===== config.mk =====
export PLATFORM = sky130hd
export DESIGN_NAME = uart_tx
export DESIGN_NICKNAME = d
export VERILOG_FILES = /design/src/source/cam_link_pkg.sv /design/src/source/uart_tx.sv
export SDC_FILE = /design/constraint.sdc
export NUM_CORES = 1
export LEC_CHECK = 0
export BUFFER_PORTS_ARGS = -buffer_cell sky130_fd_sc_hd__buf_2
export CORE_MARGIN = 1.5
export CORE_UTILIZATION = 40
export CTS_CLUSTER_DIAMETER = 50
export CTS_CLUSTER_SIZE = 30
export DETAILED_ROUTE_END_ITERATION = 10
export PLACE_DENSITY = 0.66
export SETUP_SLACK_MARGIN = 0.05
export SLEW_MARGIN = 10
export SYNTH_ARGS = -nofsm -noshare
export SYNTH_HDL_FRONTEND = slang
export SYNTH_SLANG_ARGS = --single-unit

===== constraint.sdc =====
create_clock -name CLOCK_50 -period 2 [get_ports CLOCK_50]
set_input_delay 0.5 -clock CLOCK_50 [delete_from_list [all_inputs] [get_ports CLOCK_50]]
set_output_delay 0.5 -clock CLOCK_50 [all_outputs]
set_load 0.005 [all_outputs]

===== src/source/cam_link_pkg.sv =====
// Shared widths, bus structs and state encodings for the UART image link
// Addresses are pixel indices into the frame store, one byte per pixel
`default_nettype none

package cam_link_pkg;

  // ============================================================
  // Widths and constants
  // ============================================================
  localparam int BYTE_W = 8;
  localparam int ADDR_W = 23;

  typedef logic [BYTE_W-1:0] byte_t;
  typedef logic [ADDR_W-1:0] addr_t;

  // Start of the stored-image area, the live frame sits at zero
  localparam addr_t STORED_BASE = 23'h100000;

  // ============================================================
  // Bundles
  // ============================================================
  typedef struct packed {
    byte_t data;
    logic  valid;
  } rx_byte_t;

  // Wishbone classic, read-only use in this design
  typedef struct packed {
    logic  cyc;
    logic  stb;
    logic  we;
    addr_t adr;
  } wb_req_t;

  typedef struct packed {
    logic  ack;
    byte_t dat;
  } wb_rsp_t;

  // Active low, bit 6 is segment g
  typedef logic [6:0] seg_t;

  typedef struct packed {
    seg_t hex5;
    seg_t hex4;
    seg_t hex3;
    seg_t hex2;
    seg_t hex1;
    seg_t hex0;
  } hex_digits_t;

  typedef enum logic [1:0] {
    UART_IDLE,
    UART_START,
    UART_DATA,
    UART_STOP
  } uart_state_e;

  typedef enum logic [1:0] {
    DUMP_IDLE,
    DUMP_READ,
    DUMP_SEND,
    DUMP_WAIT_DONE
  } dump_state_e;

endpackage

`default_nettype wire


===== src/source/uart_tx.sv =====
// 8N1 transmitter, LSB first, line idles high
// tx_start is only taken while tx_busy is low
`timescale 1ns/10ps
`default_nettype none

module uart_tx #(
  parameter int CLKS_PER_BIT = 434
) (
  input  wire logic                CLOCK_50,
  input  wire logic                DLY_RST_0,
  input  wire logic                tx_start,
  input  wire cam_link_pkg::byte_t tx_data,
  output logic                     txd,
  output logic                     tx_busy,
  output logic                     tx_done
);

  localparam int CNT_W = $clog2(CLKS_PER_BIT + 1);
  localparam logic [CNT_W-1:0] BIT_LAST = CNT_W'(CLKS_PER_BIT - 1);

  cam_link_pkg::uart_state_e state_q;
  logic [CNT_W-1:0]          cnt_q;
  logic [2:0]                bit_idx_q;
  cam_link_pkg::byte_t       data_q;
  logic                      txd_q;
  logic                      done_q;
  logic                      bit_tick;

  assign bit_tick = (cnt_q == BIT_LAST);

  always_ff @(posedge CLOCK_50 or negedge DLY_RST_0) begin
    if (!DLY_RST_0) begin
      state_q   <= cam_link_pkg::UART_IDLE;
      cnt_q     <= '0;
      bit_idx_q <= '0;
      txd_q     <= 1'b1;
      done_q    <= 1'b0;
    end else begin
      done_q <= 1'b0;
      case (state_q)
        cam_link_pkg::UART_IDLE: begin
          cnt_q <= '0;
          if (tx_start) begin
            txd_q   <= 1'b0;
            state_q <= cam_link_pkg::UART_START;
          end
        end
        cam_link_pkg::UART_START: begin
          if (bit_tick) begin
            cnt_q     <= '0;
            bit_idx_q <= '0;
            txd_q     <= data_q[0];
            state_q   <= cam_link_pkg::UART_DATA;
          end else begin
            cnt_q <= cnt_q + 1'b1;
          end
        end
        cam_link_pkg::UART_DATA: begin
          if (bit_tick) begin
            cnt_q <= '0;
            if (bit_idx_q == 3'd7) begin
              txd_q   <= 1'b1;
              state_q <= cam_link_pkg::UART_STOP;
            end else begin
              bit_idx_q <= bit_idx_q + 1'b1;
              txd_q     <= data_q[bit_idx_q + 3'd1];
            end
          end else begin
            cnt_q <= cnt_q + 1'b1;
          end
        end
        default: begin
          if (bit_tick) begin
            done_q  <= 1'b1;
            state_q <= cam_link_pkg::UART_IDLE;
          end else begin
            cnt_q <= cnt_q + 1'b1;
          end
        end
      endcase
    end
  end

  always_ff @(posedge CLOCK_50) begin
    if (state_q == cam_link_pkg::UART_IDLE && tx_start) begin
      data_q <= tx_data;
    end
  end

  assign txd     = txd_q;
  assign tx_busy = (state_q != cam_link_pkg::UART_IDLE);
  assign tx_done = done_q;

  // Dump engine must respect back-pressure
  assert property (@(posedge CLOCK_50) disable iff (!DLY_RST_0)
    tx_start |-> !tx_busy)
    else $error("tx_start raised while transmitter busy");

endmodule

`default_nettype wire


==> qor.yml <==
clocking:
  clockBufferDepth: 2
  cts-buffers-inserted: 3
  ctsHtreeMaxLevel: 1
  ctsRootBufferMaster: "clkbuf_4"
  tritoncts: "built"
  path_clk_slew_ps: 130
  cts_sinks: 24
  clk_latency_ps: 320
setup_path:
  cp-start-kind: "register"
  cpMaxStageDelayCell: "dfrtp_1"
  setup.worst_path.end_class: "register"
  timing.rr.end: "txd"
  crit_fanout: 4
  crit_path_start: "bit_idx_q[0]"
  cp.required_ps: 2260
  timing.rr.start: "bit_idx_q[0]"
  arrival_ps: 2180
  crit_chain: "ha_2, ha_4, mux4_2, nor2b_1, o311a_1, mux2_4"
  r2r.worst_path.cells: 6
  rrSetupSlack_ps: 80
  worstSetupPathType: "register to register"
  slowest_delay_ps: 410
  cp_top_family: "multiplexers"
  path_buf_inv: 0
cells_and_area:
  layoutNonFillerInstCount: 180
  areaGrowthSynthToFinish_pct: 17.9
  post-route-util: 0.497
  drive_above_1_share: 0.279
  fin_nets: 157
  n_antenna_cell: 0
  n_fill_cell: 279
global_route:
  use_met2: 0.222
  gr-total-overflow: 0
  antenna_found_initial: 0
  grt_pass1_vias: 842
  grt_max_degree: 17
  grtUsageMet3: 0.0195
  grt_use_met1: 0.207
  grt.busiest_layer: "met2"
  gr-usage-all-layers: 0.144
  grt_pass1_wl_mm: 3.81
synthesis:
  netlist_area_sq_um: 1300
  yosysWarningCount: 0
  ys_ff_latch: 24
  synth_top_family_by_area: "compound AO/OA/AOI/OAI gates"
  async_flop_share: 0.667
  synthCells: 110
  synth_flop_cell: "dfrtp_1"
  syn_avg_cell_area_sq_um: 11.8
  yosysSeqAreaShare: 0.495
  synth_nets: 130
  synth-xor-area-share: 0.0405
  yosys.area_share.simple: 0.141
  yosysUniqueCellTypes: 38
  yosysTopAreaCell: "dfrtp_1"
  synth_edf_count: 8
  synthTopCellsByArea: "dfrtp_1 (29%), edfxtp_1 (19%), ha_1 (8.7%)"
  synth_common_cells: "dfrtp_1 (15), ha_1 (9), nor2_1 (9)"
  synth_top_area_share: 0.289
  synth.most_common_cell: "dfrtp_1"
  synthMuxAreaShare: 0.0656
  synthAdderAreaFrac: 0.0868
  synth_compound_area_frac: 0.143
sta:
  holdWs_ps: 67.4
  fin_crit_sh: 0.959
  period_minus_slack_ps: 1920
  final_hold_viol_count: 0
  max_freq_mhz: 521
  rsz0062_at_grt: "yes"
  timing.setup.tns_ps: 0
  max_slew_margin: 0.651
  worstMarginPinSlew_ps: 517
  finalSetupViolCount: 0
  drv_slew: 0
  clock_skew_ps: 4.45
detailed_routing:
  dr.first_iter.drc_count: 20
  drc: 0
  detail-route-antenna-nets: 0
  wl_per_cell_microns: 12.6
  dr.pass1.iters: 4
  vias: 889
  routed_wl_mm: 2.27
  avgViaCountPerCell: 4.94
placed_design:
  dp.final_hpwl_mm: 1.76
  place_congestion: 0.757
  port_buffers: 13
  dpl.cell_count: 175
power_and_ir_drop:
  ir_worst_vdd_uv: 386
  p_leak_uw: 0.000637
  p_per_area_nw_per_um2: 487
die:
  die_area_sq_um: 3590
  ios: 14
  core_area_sq_um: 3080
  fp.dieH_microns: 60.0
  initial_core_util: 0.422
  fp.dieW_microns: 60.0
  rows: 20
status:
  status: "finished, final reports clean"
run:
  max_cap_viol_count: 0
worst_hold_path:
  hold_path.class: "primary input to asynchronous set/reset pin"
where the power goes:
group	switching (uW)	leakage [uW]	total, uW	internal, uW
Combinational	8.43	0.000350	15.4	6.99
Sequential	0	0.000272	508	508
Clock	149	0.0000154	222	73.1
sequential cells by signal (all words and copies together), names as in the netlist:
name and cells:
cnt_q 9, data_q 8, bit_idx_q 3, state_q 2
tx_done 1, txd 1
cells in the final DEF (no fill, tap or decap), types with 4 or more instances in the layout:
cell,instances
dfrtp_1,15
mux2i_1,4
inv_1,7
ha_1,7
buf_4,10
a21oi_1,4
o21ai_0,5
xnor2_1,5
nor2_1,9
edfxtp_1,8
buf_2,13
nand2_1,4
worst reg2reg max path, delay by kind of cell (launching register included):
kind	cells	cell delay (ps)
AND/OR/NAND/NOR	1	140
multiplexers	2	540
flip-flops	1	410
adder cells (fa/ha/maj)	2	490
AO/OA/AOI/OAI	1	280
repair_timing:
action	CTS	global route
resized for setup	0	1
hold endpoints to repair	0	0
pin swaps	0	3
hold buffers	0	0
setup buffers	1	0
cloned	0	0
setup endpoints to repair	1	8
per-layer routing:
layer	wire length, microns	share of wire	vias up
li1	-	-	456
met4	29	0.013	0
met1	1110	0.49	412
met2	1060	0.46	17
met3	81	0.036	4
met5	0	0	-
logic make-up after synthesis:
kind of cell | count (synthesis)
buffers and inverters | 8
xor gates and xnor gates | 6
AOI/OAI and AO/OA | 25
adders and majority gates | 9
muxes | 7
DFF | 24
and+or+nand+nor | 31
area by class of cell:
type | instances | area, sq um | area share
sequential | 24 | 642 | 0.419
timing repair buffer | 23 | 140 | 0.0916
clock buffer | 3 | 22.5 | 0.0147
clock inverter | 1 | 3.75 | 0.00245
multi-input combinational | 78 | 641 | 0.419
tap | 44 | 55.1 | 0.0360
inverter | 7 | 26.3 | 0.0172
worst max path at each step:
stage                     cells after the start  slack [ps]         end
final                                         6          80         txd
after global routing                          5          30    cnt_q[2]
after CTS                                     6          70         txd
after detailed placement                      6          60         txd
after global placement                        6         110         txd
after floorplan                               5          60  state_q[1]
metrics by stage:
step,area (sq um),worst slack [ps],power [uW]
3_3_place_gp,1490,111,533
6_report,1530,81.7,745
3_5_place_dp,1490,60.2,534
5_1_grt,1530,31.8,766
4_1_cts,1530,65.7,749
2_1_floorplan,1320,62.1,518
Power figures use the tool's default switching activity.
