===== config.mk =====
export PLATFORM = sky130hd
export DESIGN_NAME = uart_rx
export DESIGN_NICKNAME = d
export VERILOG_FILES = /design/src/source/cam_link_pkg.sv /design/src/source/uart_rx.sv
export SDC_FILE = /design/constraint.sdc
export NUM_CORES = 1
export LEC_CHECK = 0
export BUFFER_PORTS_ARGS = -buffer_cell sky130_fd_sc_hd__buf_2
export CORE_ASPECT_RATIO = 2
export CORE_MARGIN = 5
export CORE_UTILIZATION = 45
export DETAILED_ROUTE_END_ITERATION = 10
export PLACE_DENSITY_LB_ADDON = 0.1
export SYNTH_ARGS = -nofsm -noshare
export SYNTH_HDL_FRONTEND = slang
export SYNTH_SLANG_ARGS = --single-unit

===== constraint.sdc =====
create_clock -name CLOCK_50 -period 2.15 [get_ports CLOCK_50]
set_input_delay 0.1075 -clock CLOCK_50 [delete_from_list [all_inputs] [get_ports CLOCK_50]]
set_output_delay 0.1075 -clock CLOCK_50 [all_outputs]
set_load 0.01 [all_outputs]

===== src/source/cam_link_pkg.sv =====
// Shared widths, bus structs and state encodings for the UART image link
// Addresses are pixel indices into the frame store, one byte per pixel
`default_nettype none

package cam_link_pkg;

  // ============================================================
  // Widths and constants
  // ============================================================
  localparam int BYTE_W = 8;
  localparam int ADDR_W = 23;

  typedef logic [BYTE_W-1:0] byte_t;
  typedef logic [ADDR_W-1:0] addr_t;

  // Start of the stored-image area, the live frame sits at zero
  localparam addr_t STORED_BASE = 23'h100000;

  // ============================================================
  // Bundles
  // ============================================================
  typedef struct packed {
    byte_t data;
    logic  valid;
  } rx_byte_t;

  // Wishbone classic, read-only use in this design
  typedef struct packed {
    logic  cyc;
    logic  stb;
    logic  we;
    addr_t adr;
  } wb_req_t;

  typedef struct packed {
    logic  ack;
    byte_t dat;
  } wb_rsp_t;

  // Active low, bit 6 is segment g
  typedef logic [6:0] seg_t;

  typedef struct packed {
    seg_t hex5;
    seg_t hex4;
    seg_t hex3;
    seg_t hex2;
    seg_t hex1;
    seg_t hex0;
  } hex_digits_t;

  typedef enum logic [1:0] {
    UART_IDLE,
    UART_START,
    UART_DATA,
    UART_STOP
  } uart_state_e;

  typedef enum logic [1:0] {
    DUMP_IDLE,
    DUMP_READ,
    DUMP_SEND,
    DUMP_WAIT_DONE
  } dump_state_e;

endpackage

`default_nettype wire


===== src/source/uart_rx.sv =====
// 8N1 receiver, no parity, one byte per frame with a high stop bit
// CLKS_PER_BIT must be at least 4 for the mid-bit sampling to work
`timescale 1ns/10ps
`default_nettype none

module uart_rx #(
  parameter int CLKS_PER_BIT = 434
) (
  input  wire logic                  CLOCK_50,
  input  wire logic                  DLY_RST_0,
  input  wire logic                  rxd,
  output cam_link_pkg::rx_byte_t     rx_byte
);

  localparam int CNT_W = $clog2(CLKS_PER_BIT + 1);
  localparam logic [CNT_W-1:0] BIT_LAST  = CNT_W'(CLKS_PER_BIT - 1);
  localparam logic [CNT_W-1:0] HALF_LAST = CNT_W'(CLKS_PER_BIT / 2 - 1);

  cam_link_pkg::uart_state_e state_q;
  logic [CNT_W-1:0]          cnt_q;
  logic [2:0]                bit_idx_q;
  logic [2:0]                rx_sr_q;
  cam_link_pkg::byte_t       shift_q;
  cam_link_pkg::byte_t       data_q;
  logic                      valid_q;

  logic rx_line;
  logic start_edge;
  logic bit_tick;

  // Two sync flops, third one keeps the previous level for the edge
  assign rx_line    = rx_sr_q[1];
  assign start_edge = rx_sr_q[2] & ~rx_sr_q[1];
  assign bit_tick   = (cnt_q == BIT_LAST);

  always_ff @(posedge CLOCK_50 or negedge DLY_RST_0) begin
    if (!DLY_RST_0) begin
      rx_sr_q   <= 3'b111;
      state_q   <= cam_link_pkg::UART_IDLE;
      cnt_q     <= '0;
      bit_idx_q <= '0;
      data_q    <= '0;
      valid_q   <= 1'b0;
    end else begin
      rx_sr_q <= {rx_sr_q[1:0], rxd};
      valid_q <= 1'b0;
      case (state_q)
        cam_link_pkg::UART_IDLE: begin
          cnt_q <= '0;
          if (start_edge) begin
            state_q <= cam_link_pkg::UART_START;
          end
        end
        cam_link_pkg::UART_START: begin
          // Recheck the line half a bit in, glitches go back to idle
          if (cnt_q == HALF_LAST) begin
            cnt_q     <= '0;
            bit_idx_q <= '0;
            state_q   <= rx_line ? cam_link_pkg::UART_IDLE : cam_link_pkg::UART_DATA;
          end else begin
            cnt_q <= cnt_q + 1'b1;
          end
        end
        cam_link_pkg::UART_DATA: begin
          if (bit_tick) begin
            cnt_q <= '0;
            if (bit_idx_q == 3'd7) begin
              state_q <= cam_link_pkg::UART_STOP;
            end else begin
              bit_idx_q <= bit_idx_q + 1'b1;
            end
          end else begin
            cnt_q <= cnt_q + 1'b1;
          end
        end
        default: begin
          // Mid stop bit, a low line here is a framing error
          if (bit_tick) begin
            state_q <= cam_link_pkg::UART_IDLE;
            if (rx_line) begin
              data_q  <= shift_q;
              valid_q <= 1'b1;
            end
          end else begin
            cnt_q <= cnt_q + 1'b1;
          end
        end
      endcase
    end
  end

  // LSB arrives first
  always_ff @(posedge CLOCK_50) begin
    if (state_q == cam_link_pkg::UART_DATA && bit_tick) begin
      shift_q <= {rx_line, shift_q[7:1]};
    end
  end

  assign rx_byte.data  = data_q;
  assign rx_byte.valid = valid_q;

endmodule

`default_nettype wire


==> results.md <==
* Global-route wire length before repair at 4570 um
* Via Count at 942
* Nets at about 140
* Io pins at 12
* Power Dens Cells at 853 nW/um2
* Worst-path fanout max at 9
* Clk root buf: clkbuf_8
* CP Capture Type: flip-flop
* Final critical-path setup slack at around 0.16 ns
* Layout fillers at approximately 300
* Maximum vdd drop at 0.693 mV
* H-Tree Depth at 2
* Max-cap violations at 0
* Mapped Cells at ~110
* CP required at 2.32 ns
* Async S/R FF share, synth at 76.5%
* Ys flop type: dfrtp_1
* Register area share after synthesis at between 60% and 70%
* Area of the core at about 3200 um2
* Mapped Nets at 119
* Worst Path Arrival at around 2.2 ns
* Gr ovfl total at 0
* Max clock buf depth at 2
* # setup viols final at 0
* Initial antenna violation count at 0
* Final GP Congestion at between 0.8 and 0.9
* Share of cells above drive strength 1 at roughly 31%
* Pin count of the biggest net entering global routing at 27
* Chip height at approximately 90 um
* Post-synth EDFFs at 8
* Post-CTS setup buffers at 0
* Pre-CTS setup slack at roughly 0.062 ns
* Cell row count at 29
* RSZ-0062 raised after global routing: false
* GRT Util Overall at about an eighth
* Final Hold Vio Count at 0
* Period utilisation layout at 92.6%
* Post-Syn Area at between 1000 and 1500 um2
* Number of global-route vias before repair at slightly below 1,000
* First DRT Iteration DRCs at 21
* Post-layout min period at 1.99 ns
* Fin Hold WS at approximately 0.36 ns
* Synth top area cells: dfrtp_1 40%, edfxtp_1 17%, mux2_2 7.7%, dfstp_2 5.4%, ha_1 4.3%
* Clock latency on the worst-skew pair at between 0.2 and 0.3 ns
* Most frequent cell after synthesis: dfrtp_1
* First drt pass iteration count at 4
* Hold crit path type: primary input to async pin
* Worst setup path category: flip-flop to flip-flop
* CTS sink count at 34
* Routed WL per cell at about 16 um
* Drc violations at 0
* Rel. slew slack at 61.7%
* Initial Utilization at between 40% and 50%
* Worst Tran Pin Value at roughly 0.57 ns
* Pwr Total at approximately 1400 uW
* Most frequent cells after synthesis: 23 x dfrtp_1, 10 x mux2_2, 9 x nor2_1
* Yosys top cell by area: dfrtp_1
* Synth top area share at 39.6%
* Fin. max-slew vios at 0
* TritonCTS clock tree: yes
* Synth unique cells at 32
* Die ar. at 4540 um2
* Synthesis-to-finish area growth at 15.9%
* Antenna viol nets, final at 0
* Drt total wl at between 2000 and 3000 um
* DP HPWL at a little under 2000 um
* CTS clk-pin slew, worst paths at 0.06 ns
* Mean area per synthesized cell at approximately 13 um2
* Vias/cell at 5.71
* # diodes at 0
* CTS Buf Count at 5
* Leakage power at about 0.00077 uW
* Final TNS setup at 0 ns
* Die Wd at about 50 um
* Critical path launch point type: flip-flop
* Number of synthesis warnings at 0
* IO Port Bufs at 11
* Status: completed
* FMAX at 502 MHz
* FF+latch count, synth at 34
* Layout Skew at around 0.0025 ns
-- stage by stage --
step / cells / area, um2 / util (%)
5_1_grt: 165 / 1690 / 53.4
3_3_place_gp: 155 / 1580 / 50.0
2_1_floorplan: 111 / 1460 / -
3_5_place_dp: 155 / 1580 / 50.0
4_1_cts: 165 / 1680 / 53.2
6_report: 165 / 1690 / 53.4
-- layout by cell type (no fill, tap or decap), types with 2 or more instances in the layout --
cell type / instances
dfrtp_1: 23
buf_2: 11
mux2_2: 10
nor2_1: 9
edfxtp_1: 8
nand2_1: 6
nand3_1: 6
buf_4: 6
inv_1: 5
ha_1: 5
clkbuf_8: 5
xor2_1: 3
xnor2_1: 3
a22o_1: 3
dfstp_2: 3
nand4b_1: 2
o22ai_1: 2
and3_1: 2
nor3_1: 2
dlygate4sd3_1: 2
-- where the power goes --
group | internal (uW) | switching [uW]
logic | 114 | 118
registers | 711 | 65.6
clock network | 222 | 208
total | 1050 | 392
-- kinds of logic after synthesis --
kind of cell	Yosys count	share of synthesized area [%]
simple gates	37	14.7
flops	34	61.5
mux	11	8.43
compound gates	9	4.82
buf+inv	9	2.67
xor+xnor	6	3.61
fa+ha+maj	5	4.30
-- critical path: stages (launching register included) --
cell	delay (ns)
dfrtp_1	0.41
inv_1	0.09
ha_1	0.14
nand2_1	0.10
or3_1	0.44
nor4_4	0.14
buf_4	0.21
mux2_2	0.34
-- area by class of cell --
type | instances | area (um2) | share of cell area [%]
sequential | 34 | 895 | 53.0
multi-input combinational | 68 | 533 | 31.6
timing repair buffer | 19 | 120 | 7.12
clock buffer | 6 | 72.6 | 4.30
tap | 31 | 38.8 | 2.30
inverter | 5 | 18.8 | 1.11
clock inverter | 2 | 8.76 | 0.519
-- state kept, by name, summed over array words and instances, names as in the netlist --
name	count
bit_idx_q	3
cnt_q	9
data_q	8
rx_sr_q	3
shift_q	8
state_q	2
valid_q	1
-- repair_timing --
item                                    4_1_cts  5_1_grt
hold endpoints to repair                     24        0
hold buffers                                  2        0
resized for setup                             0        1
endpoints found under the setup margin        0        1
-- layer usage --
metal  share of wire, %  vias to the layer above  GRT usage (%)
met4                2.9                        0           7.88
met1                 35                      473           12.6
met3                3.8                        8           3.47
met5                  0                        -              0
met2                 58                       18           23.7
li1                   -                      443              -
-- path summary, 6_finish.rpt --
path / start / end / slack, ns / depth (start not counted)
setup / recovery: cnt_q[1]$_DFFE_PN0P_ / data_q[2]$_DFFE_PN0P_ / 0.16 / 7
hold / removal: DLY_RST_0 / data_q[6]$_DFFE_PN0P_ / 0.36 / 2
setup reg to reg: cnt_q[1]$_DFFE_PN0P_ / data_q[2]$_DFFE_PN0P_ / 0.16 / 7
hold reg to reg: rx_sr_q[0]$_DFF_PN1_ / rx_sr_q[1]$_DFF_PN1_ / 0.36 / 0
max in group asynchronous: DLY_RST_0 / bit_idx_q[1]$_DFFE_PN0P_ / 1.41 / 2
min in group CLOCK_50: rx_sr_q[0]$_DFF_PN1_ / rx_sr_q[1]$_DFF_PN1_ / 0.36 / 0
Note: power is estimated with default switching activity, not from simulation.
