### src/source/cam_link_pkg.sv
// Shared widths, bus structs and state encodings for the UART image link
// Addresses are pixel indices into the frame store, one byte per pixel
`default_nettype none

package cam_link_pkg;

  // ============================================================
  // Widths and constants
  // ============================================================
  localparam int BYTE_W = 8;
  localparam int ADDR_W = 23;

  typedef logic [BYTE_W-1:0] byte_t;
  typedef logic [ADDR_W-1:0] addr_t;

  // Start of the stored-image area, the live frame sits at zero
  localparam addr_t STORED_BASE = 23'h100000;

  // ============================================================
  // Bundles
  // ============================================================
  typedef struct packed {
    byte_t data;
    logic  valid;
  } rx_byte_t;

  // Wishbone classic, read-only use in this design
  typedef struct packed {
    logic  cyc;
    logic  stb;
    logic  we;
    addr_t adr;
  } wb_req_t;

  typedef struct packed {
    logic  ack;
    byte_t dat;
  } wb_rsp_t;

  // Active low, bit 6 is segment g
  typedef logic [6:0] seg_t;

  typedef struct packed {
    seg_t hex5;
    seg_t hex4;
    seg_t hex3;
    seg_t hex2;
    seg_t hex1;
    seg_t hex0;
  } hex_digits_t;

  typedef enum logic [1:0] {
    UART_IDLE,
    UART_START,
    UART_DATA,
    UART_STOP
  } uart_state_e;

  typedef enum logic [1:0] {
    DUMP_IDLE,
    DUMP_READ,
    DUMP_SEND,
    DUMP_WAIT_DONE
  } dump_state_e;

endpackage

`default_nettype wire

### src/source/hex_status.sv
// Six active-low seven-segment digits, registered
// hex1:0 image index, hex3:2 last byte, hex4 dump flag, hex5 blank zero
`timescale 1ns/10ps
`default_nettype none

module hex_status (
  input  wire logic                   CLOCK_50,
  input  wire logic                   DLY_RST_0,
  input  wire cam_link_pkg::byte_t    cur_img,
  input  wire cam_link_pkg::rx_byte_t rx_byte,
  input  wire logic                   dump_active,
  output cam_link_pkg::hex_digits_t   hex
);

  cam_link_pkg::byte_t       last_q;
  cam_link_pkg::hex_digits_t hex_q;

  // Segment g down to a, low lights the segment
  function automatic cam_link_pkg::seg_t seg_of(input logic [3:0] nib);
    case (nib)
      4'h0:    seg_of = 7'h40;
      4'h1:    seg_of = 7'h79;
      4'h2:    seg_of = 7'h24;
      4'h3:    seg_of = 7'h30;
      4'h4:    seg_of = 7'h19;
      4'h5:    seg_of = 7'h12;
      4'h6:    seg_of = 7'h02;
      4'h7:    seg_of = 7'h78;
      4'h8:    seg_of = 7'h00;
      4'h9:    seg_of = 7'h10;
      4'hA:    seg_of = 7'h08;
      4'hB:    seg_of = 7'h03;
      4'hC:    seg_of = 7'h46;
      4'hD:    seg_of = 7'h21;
      4'hE:    seg_of = 7'h06;
      default: seg_of = 7'h0E;
    endcase
  endfunction

  always_ff @(posedge CLOCK_50 or negedge DLY_RST_0) begin
    if (!DLY_RST_0) begin
      last_q <= '0;
      hex_q  <= '1;
    end else begin
      if (rx_byte.valid) begin
        last_q <= rx_byte.data;
      end
      hex_q.hex5 <= seg_of(4'h0);
      hex_q.hex4 <= seg_of({3'b000, dump_active});
      hex_q.hex3 <= seg_of(last_q[7:4]);
      hex_q.hex2 <= seg_of(last_q[3:0]);
      hex_q.hex1 <= seg_of(cur_img[7:4]);
      hex_q.hex0 <= seg_of(cur_img[3:0]);
    end
  end

  assign hex = hex_q;

endmodule

`default_nettype wire

### config.mk
export PLATFORM = sky130hd
export DESIGN_NAME = hex_status
export DESIGN_NICKNAME = d
export VERILOG_FILES = /design/src/source/cam_link_pkg.sv /design/src/source/hex_status.sv
export SDC_FILE = /design/constraint.sdc
export NUM_CORES = 1
export LEC_CHECK = 0
export BUFFER_PORTS_ARGS = -buffer_cell sky130_fd_sc_hd__buf_2
export CAP_MARGIN = 10
export CORE_MARGIN = 8
export CORE_UTILIZATION = 45
export CTS_BUF_LIST = sky130_fd_sc_hd__clkbuf_8
export CTS_CLUSTER_SIZE = 12
export DETAILED_ROUTE_END_ITERATION = 16
export GPL_ROUTABILITY_DRIVEN = 1
export PLACE_DENSITY_LB_ADDON = 0.25
export SYNTH_ARGS = -nofsm -noshare
export SYNTH_HDL_FRONTEND = slang
export SYNTH_SLANG_ARGS = --single-unit
export TNS_END_PERCENT = 20
### constraint.sdc
create_clock -name CLOCK_50 -period 1.55 [get_ports CLOCK_50]
set_input_delay 0.31 -clock CLOCK_50 [delete_from_list [all_inputs] [get_ports CLOCK_50]]
set_output_delay 0.31 -clock CLOCK_50 [all_outputs]
set_load 0.01 [all_outputs]
==> results.ini, run 1 <==
[detailed_routing]
drc_errors = 0
post_drt_wl_per_cell_um = 13.4
drt-pass1-iter-count = 4
vias_per_cell = 4.81
vias = 1485
first_iter_violations = 29
totalWireLength_mm = 4.15
drtAntennaViolNets = 0

[place]
dp.cells = 300
place_congestion = 0.788
port_buffers = 59
dp_hpwl_mm = 3.19

[cells_and_area]
instances_no_fill = 309
area_growth_pct = 16.6
fin_util = 0.550
fillers = 422
multi_input_area_sq_mm = 0.00107
diodes = 0
fin_nets = 289
regArea_sq_um = 990
drive_above_1_share = 0.479

[sta]
fmax_mhz = 676
timing.final.crit_share = 0.954
report.final.slew_viol_count = 0
finalClockSkew_ns = 0.00447
min_period_ns = 1.48
tns_ns = 0
rsz0062_at_grt = false
hold_viol = 0
finalSetupViolCount = 0

[floorplan]
coreArea_sq_mm = 0.00479
pin_count = 62
rows = 25
die-area_sq_mm = 0.00754
fp.dieW_um = 86.8
start_util = 0.471
die_h_um = 86.8

[power_and_ir_drop]
switchingPower_mw = 0.685
p_comb_frac = 0.226
power_density_mw_per_mm2 = 941
p_seq_frac = 0.500
p_int_mw = 1.79
p_clk_frac = 0.274
irDropWorstVdd_uv = 347
switching_share = 0.277
power.leakage_nw = 1.31

[critical_path]
endpoint_kind = flip-flop
cp_slowest_cell = mux4_1
rrSetupSlack_ns = 0.07
worst_r2r_path_depth = 4
path_cells = inv_1 -> ha_1 -> inv_1 -> mux4_1
cp_max_fo = 6
cpPeakStageDelay_ns = 0.49
crit_type = reg -> reg
r2r_end = hex[24]
path_common_cell = inv_1
r2r_start = last_q[5]
worstSetupStartpoint = last_q[5]
required_ns = 1.75
cp.arrival_ns = 1.68
cp-start-kind = flip-flop

[synth]
synth-simple-area-share = 0.0727
ys_ff_latch = 38
synth_top_family_by_area = adder cells
synth_cell_types = 29
postSynth.asyncResetShare = 1.00
synth_area_sq_mm = 0.00226
synth_edf_count = 0
synth_common_cells = dfstp_2, ha_1, inv_1, mux2i_1, buf_4
netlist.area_leader.share = 0.349
synth-xor-area-share = 0
synth_compound_area_frac = 0.0899
synthMuxAreaShare = 0.151
synth_top_cell_by_area = dfstp_2
synth_area_per_cell_sq_um = 11.9
yosys-top-cells-area = dfstp_2, ha_1, dfrtp_1
ys.flop_type = dfstp_2
synth.most_common_cell = dfstp_2
synth-adder-area-share = 0.155
yosysWarnings = 0
synth-seq-area-share = 0.438
synth_cells = 190

[min_path]
hold_path.class = in -> reg
holdPathStages = 1
hp-start = dump_active
hold_path_end = hex[32]

[cts]
path_clk_slew_ns = 0.07
post_cts_buffers = 0
root_buffer = clkbuf_8
htreeDepth = 2
cts_inserted_buffers = 5
cts_tree = built
clock_sinks = 38
clk_latency_ns = 0.29
clk_path_buf_depth = 2

[global_routing]
gr-total-overflow = 0
grt_first_pass_wirelength_mm = 7.34
grt_use_total = 0.121
grt_max_degree = 21
antenna_found_initial = 0
grt_pass1_vias = 1596

[flow_run]
max-cap-violations = 0

[status]
outcome = finished, final reports clean

## layer usage
layer	vias up	track usage	wire length, um
met1	699	0.132	1800
met5	-	0	0
met3	5	0.0435	318
li1	738	-	-
met2	43	0.205	1970
met4	0	0.0579	66
## layout by cell type (no fill, tap or decap), types with 3 or more instances in the layout
cell type	synthesis	final
mux2i_1	13	13
nand2b_1	3	3
a22o_1	7	7
dfrtp_1	8	7
buf_2	6	59
nor2_1	10	10
dfstp_2	30	30
o21ai_0	8	8
or3b_1	3	3
inv_1	13	14
ha_1	28	28
o22ai_1	3	3
clkbuf_8	0	6
mux2_2	10	10
conb_1	2	3
a32o_1	4	4
nand2_1	9	9
buf_4	12	3
## power groups by stage
stage	sequential [mW]	combinational, mW	clock [mW]
2_1_floorplan	1.29	0.338	0
3_3_place_gp	1.25	0.562	0
3_5_place_dp	1.26	0.568	0
4_1_cts	1.24	0.572	0.720
5_1_grt	1.26	0.629	0.766
6_report	1.24	0.560	0.677
## state kept, by name, indices dropped and copies added (netlist names)
name,count
last_q,8
hex,30
## per-stage QoR
| step | hold slack, ns | setup slack [ns] | cell area (sq um) | power (mW) |
|---|---|---|---|---|
| after floorplan | 0.0144 | 0.157 | 2260 | 1.63 |
| after global placement | 0.269 | 0.146 | 2530 | 1.81 |
| after detailed placement | 0.270 | 0.0807 | 2530 | 1.82 |
| after CTS | 0.0999 | 0.0462 | 2630 | 2.53 |
| after global routing | 0.0973 | 0.0124 | 2630 | 2.65 |
| final | 0.117 | 0.0707 | 2630 | 2.48 |
## worst max-delay path by stage
stage               depth (start not counted)       to  slack [ns]
floorplan                                   4  hex[17]        0.16
global placement                            4  hex[17]        0.15
detailed placement                          4  hex[24]        0.08
CTS                                         4  hex[17]        0.05
global route                                4  hex[24]        0.01
finish                                      4  hex[24]        0.07
## final cells by class
class / instances / share of cell area
multi-input combinational: 119 / 0.406
timing repair buffer: 64 / 0.132
clock buffer: 6 / 0.0314
sequential: 38 / 0.376
inverter: 13 / 0.0186
clock inverter: 2 / 0.00333
tap: 67 / 0.0319
## critical path, delay by kind of cell (launching register included)
kind	cells	cell delay, ns
mux	1	0.49
flops	1	0.42
fa+ha+maj	1	0.29
buf+inv	2	0.19
## what timing repair did
item / in CTS / in global routing
endpoints found under the setup margin: 0 / 2
hold buffers: 1 / 0
hold endpoints to repair: 3 / 0
gates resized for setup: 0 / 1
## cells by family after synthesis
family / Yosys count
DFF: 38
buffers and inverters: 34
and+or+nand+nor: 32
AOI/OAI and AO/OA: 29
adders and majority gates: 28
muxes: 27
other: 2
(Power assumes the default switching activity.)
==> inputs of run 2 (changes only) <==
--- a/config.mk
+++ b/config.mk
@@ -7,6 +7,7 @@
 export LEC_CHECK = 0
 export BUFFER_PORTS_ARGS = -buffer_cell sky130_fd_sc_hd__buf_2
 export CAP_MARGIN = 10
+export CORE_ASPECT_RATIO = 1.2
 export CORE_MARGIN = 8
 export CORE_UTILIZATION = 45
 export CTS_BUF_LIST = sky130_fd_sc_hd__clkbuf_8
==> constraint.sdc (replaced) <==
create_clock -name CLOCK_50 -period 1.55 [get_ports CLOCK_50]
set_input_delay 0.31 -clock CLOCK_50 [delete_from_list [all_inputs] [get_ports CLOCK_50]]
set_output_delay 0.31 -clock CLOCK_50 [all_outputs]
set_load 0.005 [all_outputs]
==> run 2 against run 1 <==
Net effect:
- die area increased by 0.12%
- highest routed layer unchanged
- critical endpoint is now hex[17]
- fmax increased by 1.3%
- critical path depth is the same
- register-to-register slack better by 0.02 ns
- global-route usage fell by 0.20 points
- critical path type unchanged
- cell area fell by 0.24%
- largest cell class unchanged
==> results.ini, run 2 (synthesis gave the netlist of run 1 again) <==
[power_and_ir_drop]
p_int_mw = 1.79
power_density_mw_per_mm2 = 936
switchingPower_mw = 0.661
p_seq_frac = 0.505
p_comb_frac = 0.211
p_clk_frac = 0.284
power.leakage_nw = 1.31
irDropWorstVdd_uv = 349
switching_share = 0.269

[place]
place_congestion = 0.747
port_buffers = 59
placed_area_sq_mm = 0.00251
pre_cts_slack_ns = 0.0959
dp_hpwl_mm = 3.39

[sta]
tns_ns = 0
finalSetupViolCount = 0
worst_slack_ns = 0.0893
min_period_ns = 1.46
report.final.slew_viol_count = 0
finalClockSkew_ns = 0.00298
fmax_mhz = 685
hold_ws_ns = 0.126
timing.final.crit_share = 0.942
rsz0062_at_grt = false
hold_viol = 0

[global_routing]
antenna_found_initial = 0
grt_max_degree = 22
grt_use_total = 0.119
grt_first_pass_wirelength_mm = 7.22
gr-total-overflow = 0
grt_pass1_vias = 1547

[cts]
clk_path_buf_depth = 2
htreeDepth = 2
cts_tree = built
root_buffer = clkbuf_8
clk_latency_ns = 0.28
cts_inserted_buffers = 5
ctsResizeCount = 0
clock_sinks = 38
path_clk_slew_ns = 0.08

[floorplan]
die-area_sq_mm = 0.00754
coreArea_sq_mm = 0.00487
rows = 28
fp.dieW_um = 80.6
die_h_um = 93.6
start_util = 0.463
pin_count = 62

[critical_path]
critical-path-top-delay-family = multiplexers
path_common_cell = inv_1
r2r_start = last_q[1]
required_ns = 1.75
r2r_end = hex[17]
cpPeakStageDelay_ns = 0.48
worst_r2r_path_depth = 4
crit_type = reg -> reg
path_cells = inv_1 -> ha_1 -> inv_1 -> mux4_1
cp_slowest_cell = mux4_1
cp_num_buf_inv = 2
endpoint_kind = flip-flop
cp_max_fo = 6
rrSetupSlack_ns = 0.09
cp-start-kind = flip-flop
cp.arrival_ns = 1.66

[cells_and_area]
layout.cells.most_common_list = buf_2, dfstp_2, ha_1
fin_util = 0.539
largest_register_ffs = 30
drive_above_1_share = 0.479
fin_nets = 289
design_area_sq_mm = 0.00262
area_growth_pct = 16.3
final_common_cell = buf_2
diodes = 0

[status]
outcome = finished, final reports clean

[detailed_routing]
vias_per_cell = 4.88
totalWireLength_mm = 4.33
post_drt_wl_per_cell_um = 14.3
first_iter_violations = 51
vias = 1474
drt-pass1-iter-count = 4
drc_errors = 0
drtAntennaViolNets = 0

[min_path]
hp-start = dump_active
holdPathStages = 1
hold_path.class = in -> reg
hold_path_end = hex[32]

[flow_run]
max-cap-violations = 0

[run 2: routing by layer]
metal,global-route usage,share of wire,vias to the layer above
met2,0.216,0.53,39
met5,0,0,-
li1,-,-,728
met4,0.0410,0.0065,0
met3,0.0269,0.067,2
met1,0.131,0.40,705
[run 2: power groups by stage]
| stage | logic (mW) | registers (mW) | clock network (mW) |
|---|---|---|---|
| global placement | 0.512 | 1.26 | 0 |
| detailed placement | 0.519 | 1.26 | 0 |
| floorplan | 0.331 | 1.25 | 0 |
| CTS | 0.525 | 1.24 | 0.732 |
| finish | 0.517 | 1.24 | 0.697 |
| global route | 0.581 | 1.26 | 0.770 |
[run 2: repair_timing]
| action | CTS | global route |
|---|---|---|
| setup endpoints to repair | 0 | 1 |
| hold buffers | 1 | 0 |
| hold endpoints to repair | 3 | 0 |
| buffers inserted | 0 | 1 |
[run 2: metrics by stage]
stage | total power [mW] | std cells
after floorplan | 1.58 | 191
after global placement | 1.77 | 292
after detailed placement | 1.78 | 292
after CTS | 2.50 | 301
after global routing | 2.61 | 302
final | 2.45 | 302
[run 2: area by class of cell]
class	instances	area [sq um]
Fill cell	437	2250
Multi-Input combinational cell	119	1070
Sequential cell	38	988
Timing Repair Buffer	64	348
Clock buffer	6	82.6
Tap cell	60	75.1
Inverter	13	48.8
Clock inverter	2	12.5
[run 2: how the worst max path moves through the flow]
stage | startpoint | end | slack [ns] | cells after the start
after floorplan | last_q[0] | hex[17] | 0.16 | 4
after global placement | cur_img[4] | hex[10] | 0.15 | 5
after detailed placement | last_q[1] | hex[17] | 0.1 | 4
after CTS | last_q[1] | hex[17] | 0.07 | 4
after global routing | last_q[1] | hex[17] | 0.04 | 4
final | last_q[1] | hex[17] | 0.09 | 4
