### config.mk
export PLATFORM = sky130hd
export DESIGN_NAME = frame_dump
export DESIGN_NICKNAME = d
export VERILOG_FILES = /design/src/source/cam_link_pkg.sv /design/src/source/frame_dump.sv
export SDC_FILE = /design/constraint.sdc
export NUM_CORES = 1
export LEC_CHECK = 0
export BUFFER_PORTS_ARGS = -buffer_cell sky130_fd_sc_hd__clkbuf_2
export CAP_MARGIN = 20
export CORE_AREA = 3 3 75 77
export DETAILED_ROUTE_END_ITERATION = 12
export DIE_AREA = 0 0 78 80
export PLACE_DENSITY = 0.72
export SLEW_MARGIN = 5
export SYNTH_ARGS = -nofsm -noshare
export SYNTH_HDL_FRONTEND = slang
export SYNTH_SLANG_ARGS = --single-unit
### constraint.sdc
create_clock -name CLOCK_50 -period 3.2 [get_ports CLOCK_50]
set_input_delay 0.32 -clock CLOCK_50 [delete_from_list [all_inputs] [get_ports CLOCK_50]]
set_output_delay 0.32 -clock CLOCK_50 [all_outputs]
set_load 0.1 [all_outputs]
### src/source/cam_link_pkg.sv
// Shared widths, bus structs and state encodings for the UART image link
// Addresses are pixel indices into the frame store, one byte per pixel
`default_nettype none

package cam_link_pkg;

  // ============================================================
  // Widths and constants
  // ============================================================
  localparam int BYTE_W = 8;
  localparam int ADDR_W = 23;

  typedef logic [BYTE_W-1:0] byte_t;
  typedef logic [ADDR_W-1:0] addr_t;

  // Start of the stored-image area, the live frame sits at zero
  localparam addr_t STORED_BASE = 23'h100000;

  // ============================================================
  // Bundles
  // ============================================================
  typedef struct packed {
    byte_t data;
    logic  valid;
  } rx_byte_t;

  // Wishbone classic, read-only use in this design
  typedef struct packed {
    logic  cyc;
    logic  stb;
    logic  we;
    addr_t adr;
  } wb_req_t;

  typedef struct packed {
    logic  ack;
    byte_t dat;
  } wb_rsp_t;

  // Active low, bit 6 is segment g
  typedef logic [6:0] seg_t;

  typedef struct packed {
    seg_t hex5;
    seg_t hex4;
    seg_t hex3;
    seg_t hex2;
    seg_t hex1;
    seg_t hex0;
  } hex_digits_t;

  typedef enum logic [1:0] {
    UART_IDLE,
    UART_START,
    UART_DATA,
    UART_STOP
  } uart_state_e;

  typedef enum logic [1:0] {
    DUMP_IDLE,
    DUMP_READ,
    DUMP_SEND,
    DUMP_WAIT_DONE
  } dump_state_e;

endpackage

`default_nettype wire

### src/source/frame_dump.sv
// Streams FRAME_PIXELS stored bytes out over the UART on a key press
// Keys are active low and synchronized here, abort beats dump
`timescale 1ns/10ps
`default_nettype none

module frame_dump #(
  parameter int FRAME_PIXELS = 307200
) (
  input  wire logic                  CLOCK_50,
  input  wire logic                  DLY_RST_0,
  input  wire logic                  key_dump_n,
  input  wire logic                  key_abort_n,
  input  wire cam_link_pkg::wb_rsp_t wb_rsp,
  input  wire logic                  tx_busy,
  input  wire logic                  tx_done,
  output cam_link_pkg::wb_req_t      wb_req,
  output logic                       tx_start,
  output cam_link_pkg::byte_t        tx_data,
  output logic                       dump_active
);

  localparam int CNT_W = $clog2(FRAME_PIXELS + 1);
  localparam logic [CNT_W-1:0] FRAME_CNT = CNT_W'(FRAME_PIXELS);

  cam_link_pkg::dump_state_e state_q;
  logic [2:0]                dump_sr_q;
  logic [2:0]                abort_sr_q;
  logic [CNT_W-1:0]          count_q;
  cam_link_pkg::addr_t       adr_q;
  cam_link_pkg::byte_t       pix_q;
  logic                      active_q;
  logic                      req_q;
  logic                      start_q;

  logic dump_press;
  logic abort_press;
  logic pix_done;

  // Falling edge after two sync flops
  assign dump_press  = dump_sr_q[2] & ~dump_sr_q[1];
  assign abort_press = abort_sr_q[2] & ~abort_sr_q[1];
  assign pix_done    = (state_q == cam_link_pkg::DUMP_WAIT_DONE) && tx_done;

  always_ff @(posedge CLOCK_50 or negedge DLY_RST_0) begin
    if (!DLY_RST_0) begin
      dump_sr_q  <= 3'b111;
      abort_sr_q <= 3'b111;
      active_q   <= 1'b0;
      count_q    <= '0;
    end else begin
      dump_sr_q  <= {dump_sr_q[1:0], key_dump_n};
      abort_sr_q <= {abort_sr_q[1:0], key_abort_n};
      if (abort_press) begin
        active_q <= 1'b0;
      end else if (dump_press) begin
        active_q <= 1'b1;
      end else if (state_q == cam_link_pkg::DUMP_IDLE && count_q == FRAME_CNT) begin
        active_q <= 1'b0;
      end
      if (dump_press && !abort_press) begin
        count_q <= '0;
      end else if (pix_done) begin
        count_q <= count_q + 1'b1;
      end
    end
  end

  // ============================================================
  // Per-pixel sequence: bus read, serial send, wait for done
  // ============================================================
  always_ff @(posedge CLOCK_50 or negedge DLY_RST_0) begin
    if (!DLY_RST_0) begin
      state_q <= cam_link_pkg::DUMP_IDLE;
      req_q   <= 1'b0;
      adr_q   <= '0;
      start_q <= 1'b0;
    end else begin
      start_q <= 1'b0;
      case (state_q)
        cam_link_pkg::DUMP_IDLE: begin
          if (active_q && !abort_press && !dump_press && count_q != FRAME_CNT) begin
            req_q   <= 1'b1;
            adr_q   <= cam_link_pkg::addr_t'(count_q);
            state_q <= cam_link_pkg::DUMP_READ;
          end
        end
        cam_link_pkg::DUMP_READ: begin
          // An abort during the read drops the pixel unsent
          if (wb_rsp.ack) begin
            req_q   <= 1'b0;
            state_q <= active_q ? cam_link_pkg::DUMP_SEND : cam_link_pkg::DUMP_IDLE;
          end
        end
        cam_link_pkg::DUMP_SEND: begin
          if (!tx_busy) begin
            start_q <= 1'b1;
            state_q <= cam_link_pkg::DUMP_WAIT_DONE;
          end
        end
        default: begin
          if (tx_done) begin
            state_q <= cam_link_pkg::DUMP_IDLE;
          end
        end
      endcase
    end
  end

  always_ff @(posedge CLOCK_50) begin
    if (state_q == cam_link_pkg::DUMP_READ && wb_rsp.ack) begin
      pix_q <= wb_rsp.dat;
    end
  end

  assign wb_req.cyc  = req_q;
  assign wb_req.stb  = req_q;
  assign wb_req.we   = 1'b0;
  assign wb_req.adr  = adr_q;
  assign tx_start    = start_q;
  assign tx_data     = pix_q;
  assign dump_active = active_q;

  // Classic cycle, stb held until the slave answers in the next cycle
  assert property (@(posedge CLOCK_50) disable iff (!DLY_RST_0)
    wb_req.stb && !wb_rsp.ack |=> wb_req.stb && wb_rsp.ack)
    else $error("stb dropped or ack missing in the cycle after stb");

endmodule

`default_nettype wire

==> impl_metrics.tcl, run 1 <==
set metrics [dict create \
    initial_core_util_pct 48.9 \
    route.vias.total 1656 \
    holdWs_ns 0.00230 \
    pin_count 51 \
    diodes 0 \
    overflow 0 \
    powerDensity_nw_per_um2 724 \
    synth_compound_area_share_pct 5.10 \
    synth_cells 210 \
    rsz0062_at_grt "false" \
    post-route-util_pct 58.6 \
    viasPerCell 4.91 \
    synth_area_per_cell_um2 11.8 \
    synth_edf_count 8 \
    cts_sinks 57 \
    final_cells 337 \
    async_flop_share_pct 86.0 \
    synthFlopType "dfrtp_1" \
    rr_startpoint "count_q[0]" \
    status "finished clean" \
    synthMostInstantiatedCell "dfrtp_1" \
    antenna_found_initial 0 \
    ys_seq_area_share_pct 59.4 \
    clkSlewWorstSetupHoldPaths_ns 0.06 \
    worstSetupEndpointType "flop" \
    remaining_drc_errors 0 \
    clock_latency_ns 0.34 \
    critPathLaunchType "flop" \
    placed_cell_area_um2 2760 \
    cts_root_buffer "clkbuf_8" \
    die_h_um 80 \
    yosysWarnings 0 \
    worstPathMaxFanout 17 \
    place_ws_ns 0.930 \
    numCtsBuffers 9 \
    worstPathRequired_ns 3.42 \
    cts_resized 0 \
    synth-xor-area-share_pct 5.30 \
    drtAntennaViolNets 0 \
    area_growth_pct 20.0 \
    ys_types 39 \
    hold_path.class "input pin to async pin" \
    fmax_ghz 0.443 \
    power.total_mw 2.15 \
    syn_area_um2 2480 \
    drive_above_1_share_pct 33.3 \
    dieArea_um2 6240 \
    die_w_um 78 \
    track_usage_pct 16.6 \
    fin_worst_skew_ns 0.00596 \
    grt_first_pass_wirelength_um 7810 \
    period_share_pct 70.6 \
    fin_ws_ns 0.942 \
    dp_hpwl_um 3120 \
    synth_mux_area_share_pct 7.21 \
    synthAdderAreaFrac_pct 3.03 \
    grt_max_degree 45 \
    yosys.area_share.simple_pct 15.5 \
    fin_tns_setup_ns 0 \
    final_area_um2 2980 \
    synth_common_cells "dfrtp_1, nor2_1, mux2_2, nand2_1" \
    seqCellArea_um2 1470 \
    coreArea_um2 5070 \
    p_leak_nw 1.41 \
    grt_pass1_vias 1596 \
    synth_top_area_share_pct 43.4 \
    core.rowCount 26 \
    setup_viol 0 \
    drt-total-wl_um 4460 \
    fin_crit_ns 2.26 \
    initialDrtViolationCount 102 \
    startpoint "count_q[0]" \
    io_buffers 45 \
    worstPathArrival_ns 2.48 \
    worstSetupPathType "flop to flop" \
    fin_nets 283 \
    ir_drop_mv 0.401 \
    slew_viol_final 0 \
    wl_per_cell_um 13.2 \
    ys_top_cells_by_area "dfrtp_1, edfxtp_1, mux2_2" \
    dp_cells 320 \
    synth_top_family_by_area "simple AND/OR/NAND/NOR gates" \
    synth_top_area_cell "dfrtp_1" \
    slew_headroom_pct 46.1 \
    ys_ff_latch 57 \
    place.gp.congestion 0.792 \
    hold_buffers 0 \
    hold_violations 0 \
    clk_path_buf_depth 2 \
    cap_violations 0 \
    post_cts_buffers 0 \
    multi_input_area_um2 916 \
    h-tree-depth 3 \
    fillCellCount 469 \
    cts_tree "done" \
    firstDrtPassIters 4 \
    worst_pin_slew_ns 0.801 \
]
## report_power, final
group / switching (mW) / internal [mW] / total (mW)
logic: 0.526 / 0.142 / 0.668
clock network: 0.267 / 0.363 / 0.630
registers: 0.0441 / 0.812 / 0.856
## flip-flops by register name, indices dropped and copies added, names as in the netlist
name	flops
adr_q	19
count_q	19
tx_data	8
abort_sr_q	3
dump_sr_q	3
state_q	2
dump_active	1
req_q	1
tx_start	1
## worst max-delay path: stages, from the launching register on
cell and delay (ns):
dfrtp_1 0.40, inv_1 0.12, ha_1 0.15, nor4b_1 0.36, nand2_1 0.12, o21ai_2 0.33, buf_4 0.30, mux2_2 0.36
## metal layers
metal  up-vias  GRT usage, %  routed length [um]  share of wire [%]
li1        820             -                   -                  -
met2        40          23.1                2050                 46
met1       788          23.2                2120                 47
met5         -             0                   0                  0
met3         8          5.87                 239                5.4
met4         0          7.34                  59                1.3
## final cells by class
class | count | share of cell area, %
flip-flops and latches | 57 | 49.5
multi-input cells | 137 | 30.8
repair buffers | 49 | 9.25
clock buffers | 14 | 6.14
well taps | 70 | 2.94
inverters | 8 | 1.01
clock inverters | 2 | 0.336
## final timing paths
| kind | endpoint | slack [ns] | cells past startpoint |
|---|---|---|---|
| min in group CLOCK_50 | dump_sr_q[0] | 0.06 | 1 |
| max in group asynchronous | abort_sr_q[2] | 2.57 | 2 |
| min | adr_q[15] | 0.002 | 1 |
| min reg2reg | abort_sr_q[1] | 0.35 | 0 |
| max | adr_q[8] | 0.94 | 7 |
| max reg2reg | adr_q[8] | 0.94 | 7 |
## cell families after synthesis
group,Yosys count
other,1
AND/OR/NAND/NOR,74
AO/OA/AOI/OAI,21
buffers and inverters,20
multiplexers,16
flip-flops,57
XOR/XNOR,15
adder cells (fa/ha/maj),6
## layout by cell type (no fill, tap or decap), drive strengths merged, types with 2 or more instances in the layout
cell / count
clkbuf: 59
dfrtp: 43
nor2: 21
mux2: 15
nand2: 14
o21ai: 10
xnor2: 9
inv: 8
edfxtp: 8
nand3: 7
nand4: 6
xor2: 6
ha: 6
dfstp: 6
a21oi: 5
conb: 5
nor3: 5
and3: 4
buf: 4
nor4: 3
or3: 3
and2: 2
nor2b: 2
nand2b: 2
and4: 2
clkinv: 2
No activity file was read; power rests on OpenSTA's default activity.
==> run 2: changes to the inputs <==
--- a/config.mk
+++ b/config.mk
@@ -7,10 +7,10 @@
 export LEC_CHECK = 0
 export BUFFER_PORTS_ARGS = -buffer_cell sky130_fd_sc_hd__clkbuf_2
 export CAP_MARGIN = 20
-export CORE_AREA = 3 3 75 77
+export CORE_AREA = 3 3 76 78
 export DETAILED_ROUTE_END_ITERATION = 12
-export DIE_AREA = 0 0 78 80
-export PLACE_DENSITY = 0.72
+export DIE_AREA = 0 0 79 81
+export PLACE_DENSITY = 0.73
 export SLEW_MARGIN = 5
 export SYNTH_ARGS = -nofsm -noshare
 export SYNTH_HDL_FRONTEND = slang
==> constraint.sdc (replaced) <==
create_clock -name CLOCK_50 -period 1.95 [get_ports CLOCK_50]
set_input_delay 0.195 -clock CLOCK_50 [delete_from_list [all_inputs] [get_ports CLOCK_50]]
set_output_delay 0.195 -clock CLOCK_50 [all_outputs]
set_load 0.1 [all_outputs]
==> run 2 against run 1 <==
Effect of this change:
- total power increased by 68%
- register-to-register slack got worse by 0.88 ns
- sequential cell count unchanged
- sequential power increased by 62%
- non-clock buffer count increased by 17
- sequential share of layout area decreased by 2.4 points
- first-iteration DRC count decreased by 32%
- critical endpoint is now count_q[10]
==> impl_metrics.tcl, run 2 (same netlist as run 1, synthesis figures left out) <==
set metrics [dict create \
    status "finished clean" \
    met1_usage_pct 20.1 \
    initialDrtViolationCount 69 \
    grt_first_pass_wirelength_um 7730 \
    slew_headroom_pct 60.7 \
    setup_viol 0 \
    track_usage_pct 15.9 \
    slew_viol_final 0 \
    h-tree-depth 3 \
    cp.depth 5 \
    cts_tree "done" \
    viasPerCell 4.95 \
    cp_top_family "simple AND/OR/NAND/NOR gates" \
    route.vias.total 1754 \
    grt_pass1_vias 1671 \
    remaining_drc_errors 0 \
    layout_common_cells "clkbuf_2, dfrtp_1, nor2_1" \
    multi_input_area_um2 958 \
    use_met2_pct 24.7 \
    worstPathArrival_ns 2.14 \
    gr-usage-met3_pct 4.43 \
    cap_violations 0 \
    io_buffers 45 \
    wl_per_cell_um 13.1 \
    firstDrtPassIters 6 \
    numCtsBuffers 9 \
    grt.busiest_layer "met2" \
    die_h_um 81 \
    hold_violations 0 \
    r2r_cells 5 \
    crit_chain "ha_1 > and3_1 > or4b_4 > or3_1 > a21oi_1" \
    fin_crit_ns 1.89 \
    antenna_found_initial 0 \
    critPathLaunchType "flop" \
    drt-total-wl_um 4650 \
    ir_drop_mv 0.680 \
    final_common_cell "clkbuf_2" \
    crit_slowest_cell "or4b_4" \
    powerDensity_nw_per_um2 1160 \
    fin_nets 300 \
    coreArea_um2 5140 \
    worstSetupEndpointType "flop" \
    dp_hpwl_um 3230 \
    drtAntennaViolNets 0 \
    holdWs_ns 0.0347 \
    diodes 0 \
    die_w_um 79 \
    cts_sinks 57 \
    period_share_pct 96.7 \
    overflow 0 \
    min_path_cells 2 \
    p_leak_nw 1.50 \
    area_growth_pct 26.0 \
    critPathMaxStageDelay_ns 0.54 \
    cts_root_buffer "clkbuf_8" \
    worstPathMaxFanout 8 \
    core.rowCount 26 \
    fin_worst_skew_ns 0.00726 \
    hold_path.class "input pin to flop" \
    post-route-util_pct 60.8 \
    worstPathRequired_ns 2.20 \
    initial_core_util_pct 48.2 \
    clock_latency_ns 0.33 \
    path_buf_inv 0 \
    worst_pin_slew_ns 0.589 \
    clk_path_buf_depth 2 \
    place.gp.congestion 0.744 \
    dieArea_um2 6400 \
    fillCellCount 455 \
    seqCellArea_um2 1470 \
    pin_count 51 \
    grt_max_degree 50 \
    clkSlewWorstSetupHoldPaths_ns 0.06 \
    worstSetupPathType "flop to flop" \
    drive_above_1_share_pct 37.0 \
    fmax_ghz 0.530 \
]
## run 2: changes by cell type in the layout (fill, tap and decap cells not counted), sizes merged
cell         before  now
clkbuf           59   56
dlygate4sd3       0    3
bufinv            0    1
buf               4   18
clkinv            2    4
## run 2: where the power goes
group	internal (mW)	switching, mW
Combinational	0.317	0.913
Sequential	1.33	0.0608
Clock	0.575	0.431
## run 2: area by class of cell
type                       instances  share of cell area, %
clock inverter                     5                   1.48
multi-input combinational        137                   30.7
timing repair buffer              66                   12.7
sequential                        57                   47.2
tap                               70                   2.80
clock buffer                      11                   4.20
inverter                           8                  0.961
## run 2: metal layers
metal / wire, um / up-vias
met5: 0 / -
met4: 89 / 0
met3: 202 / 10
met2: 2240 / 40
met1: 2110 / 850
li1: - / 854
## run 2: final timing paths
kind / startpoint / to / slack [ns]
setup / recovery: count_q[1] / count_q[10] / 0.06
hold / removal: tx_busy / tx_start / 0.03
setup reg to reg: count_q[1] / count_q[10] / 0.06
hold reg to reg: abort_sr_q[0] / abort_sr_q[1] / 0.36
max in group asynchronous: DLY_RST_0 / adr_q[9] / 1.05
min in group asynchronous: DLY_RST_0 / adr_q[18] / 0.50
## run 2: metrics by stage
stage / power (mW) / area [um^2] / worst slack, ns / cells / TNS [ns]
3_5_place_dp: 2.61 / 2860 / -0.0295 / 334 / -0.249
5_1_grt: 3.81 / 3130 / -0.0708 / 354 / -0.137
4_1_cts: 3.64 / 3080 / 0.0705 / 353 / 0
3_3_place_gp: 2.58 / 2860 / 0.0473 / 334 / 0
2_1_floorplan: 2.37 / 2490 / 0.00869 / 214 / 0
6_report: 3.63 / 3130 / 0.0635 / 354 / 0
## run 2: repair_timing
action	in CTS	in global routing
pin swaps	0	1
gates resized for setup	2	7
hold buffers	3	0
endpoints found under the hold margin	45	0
setup endpoints to repair	17	19
setup buffers	0	1
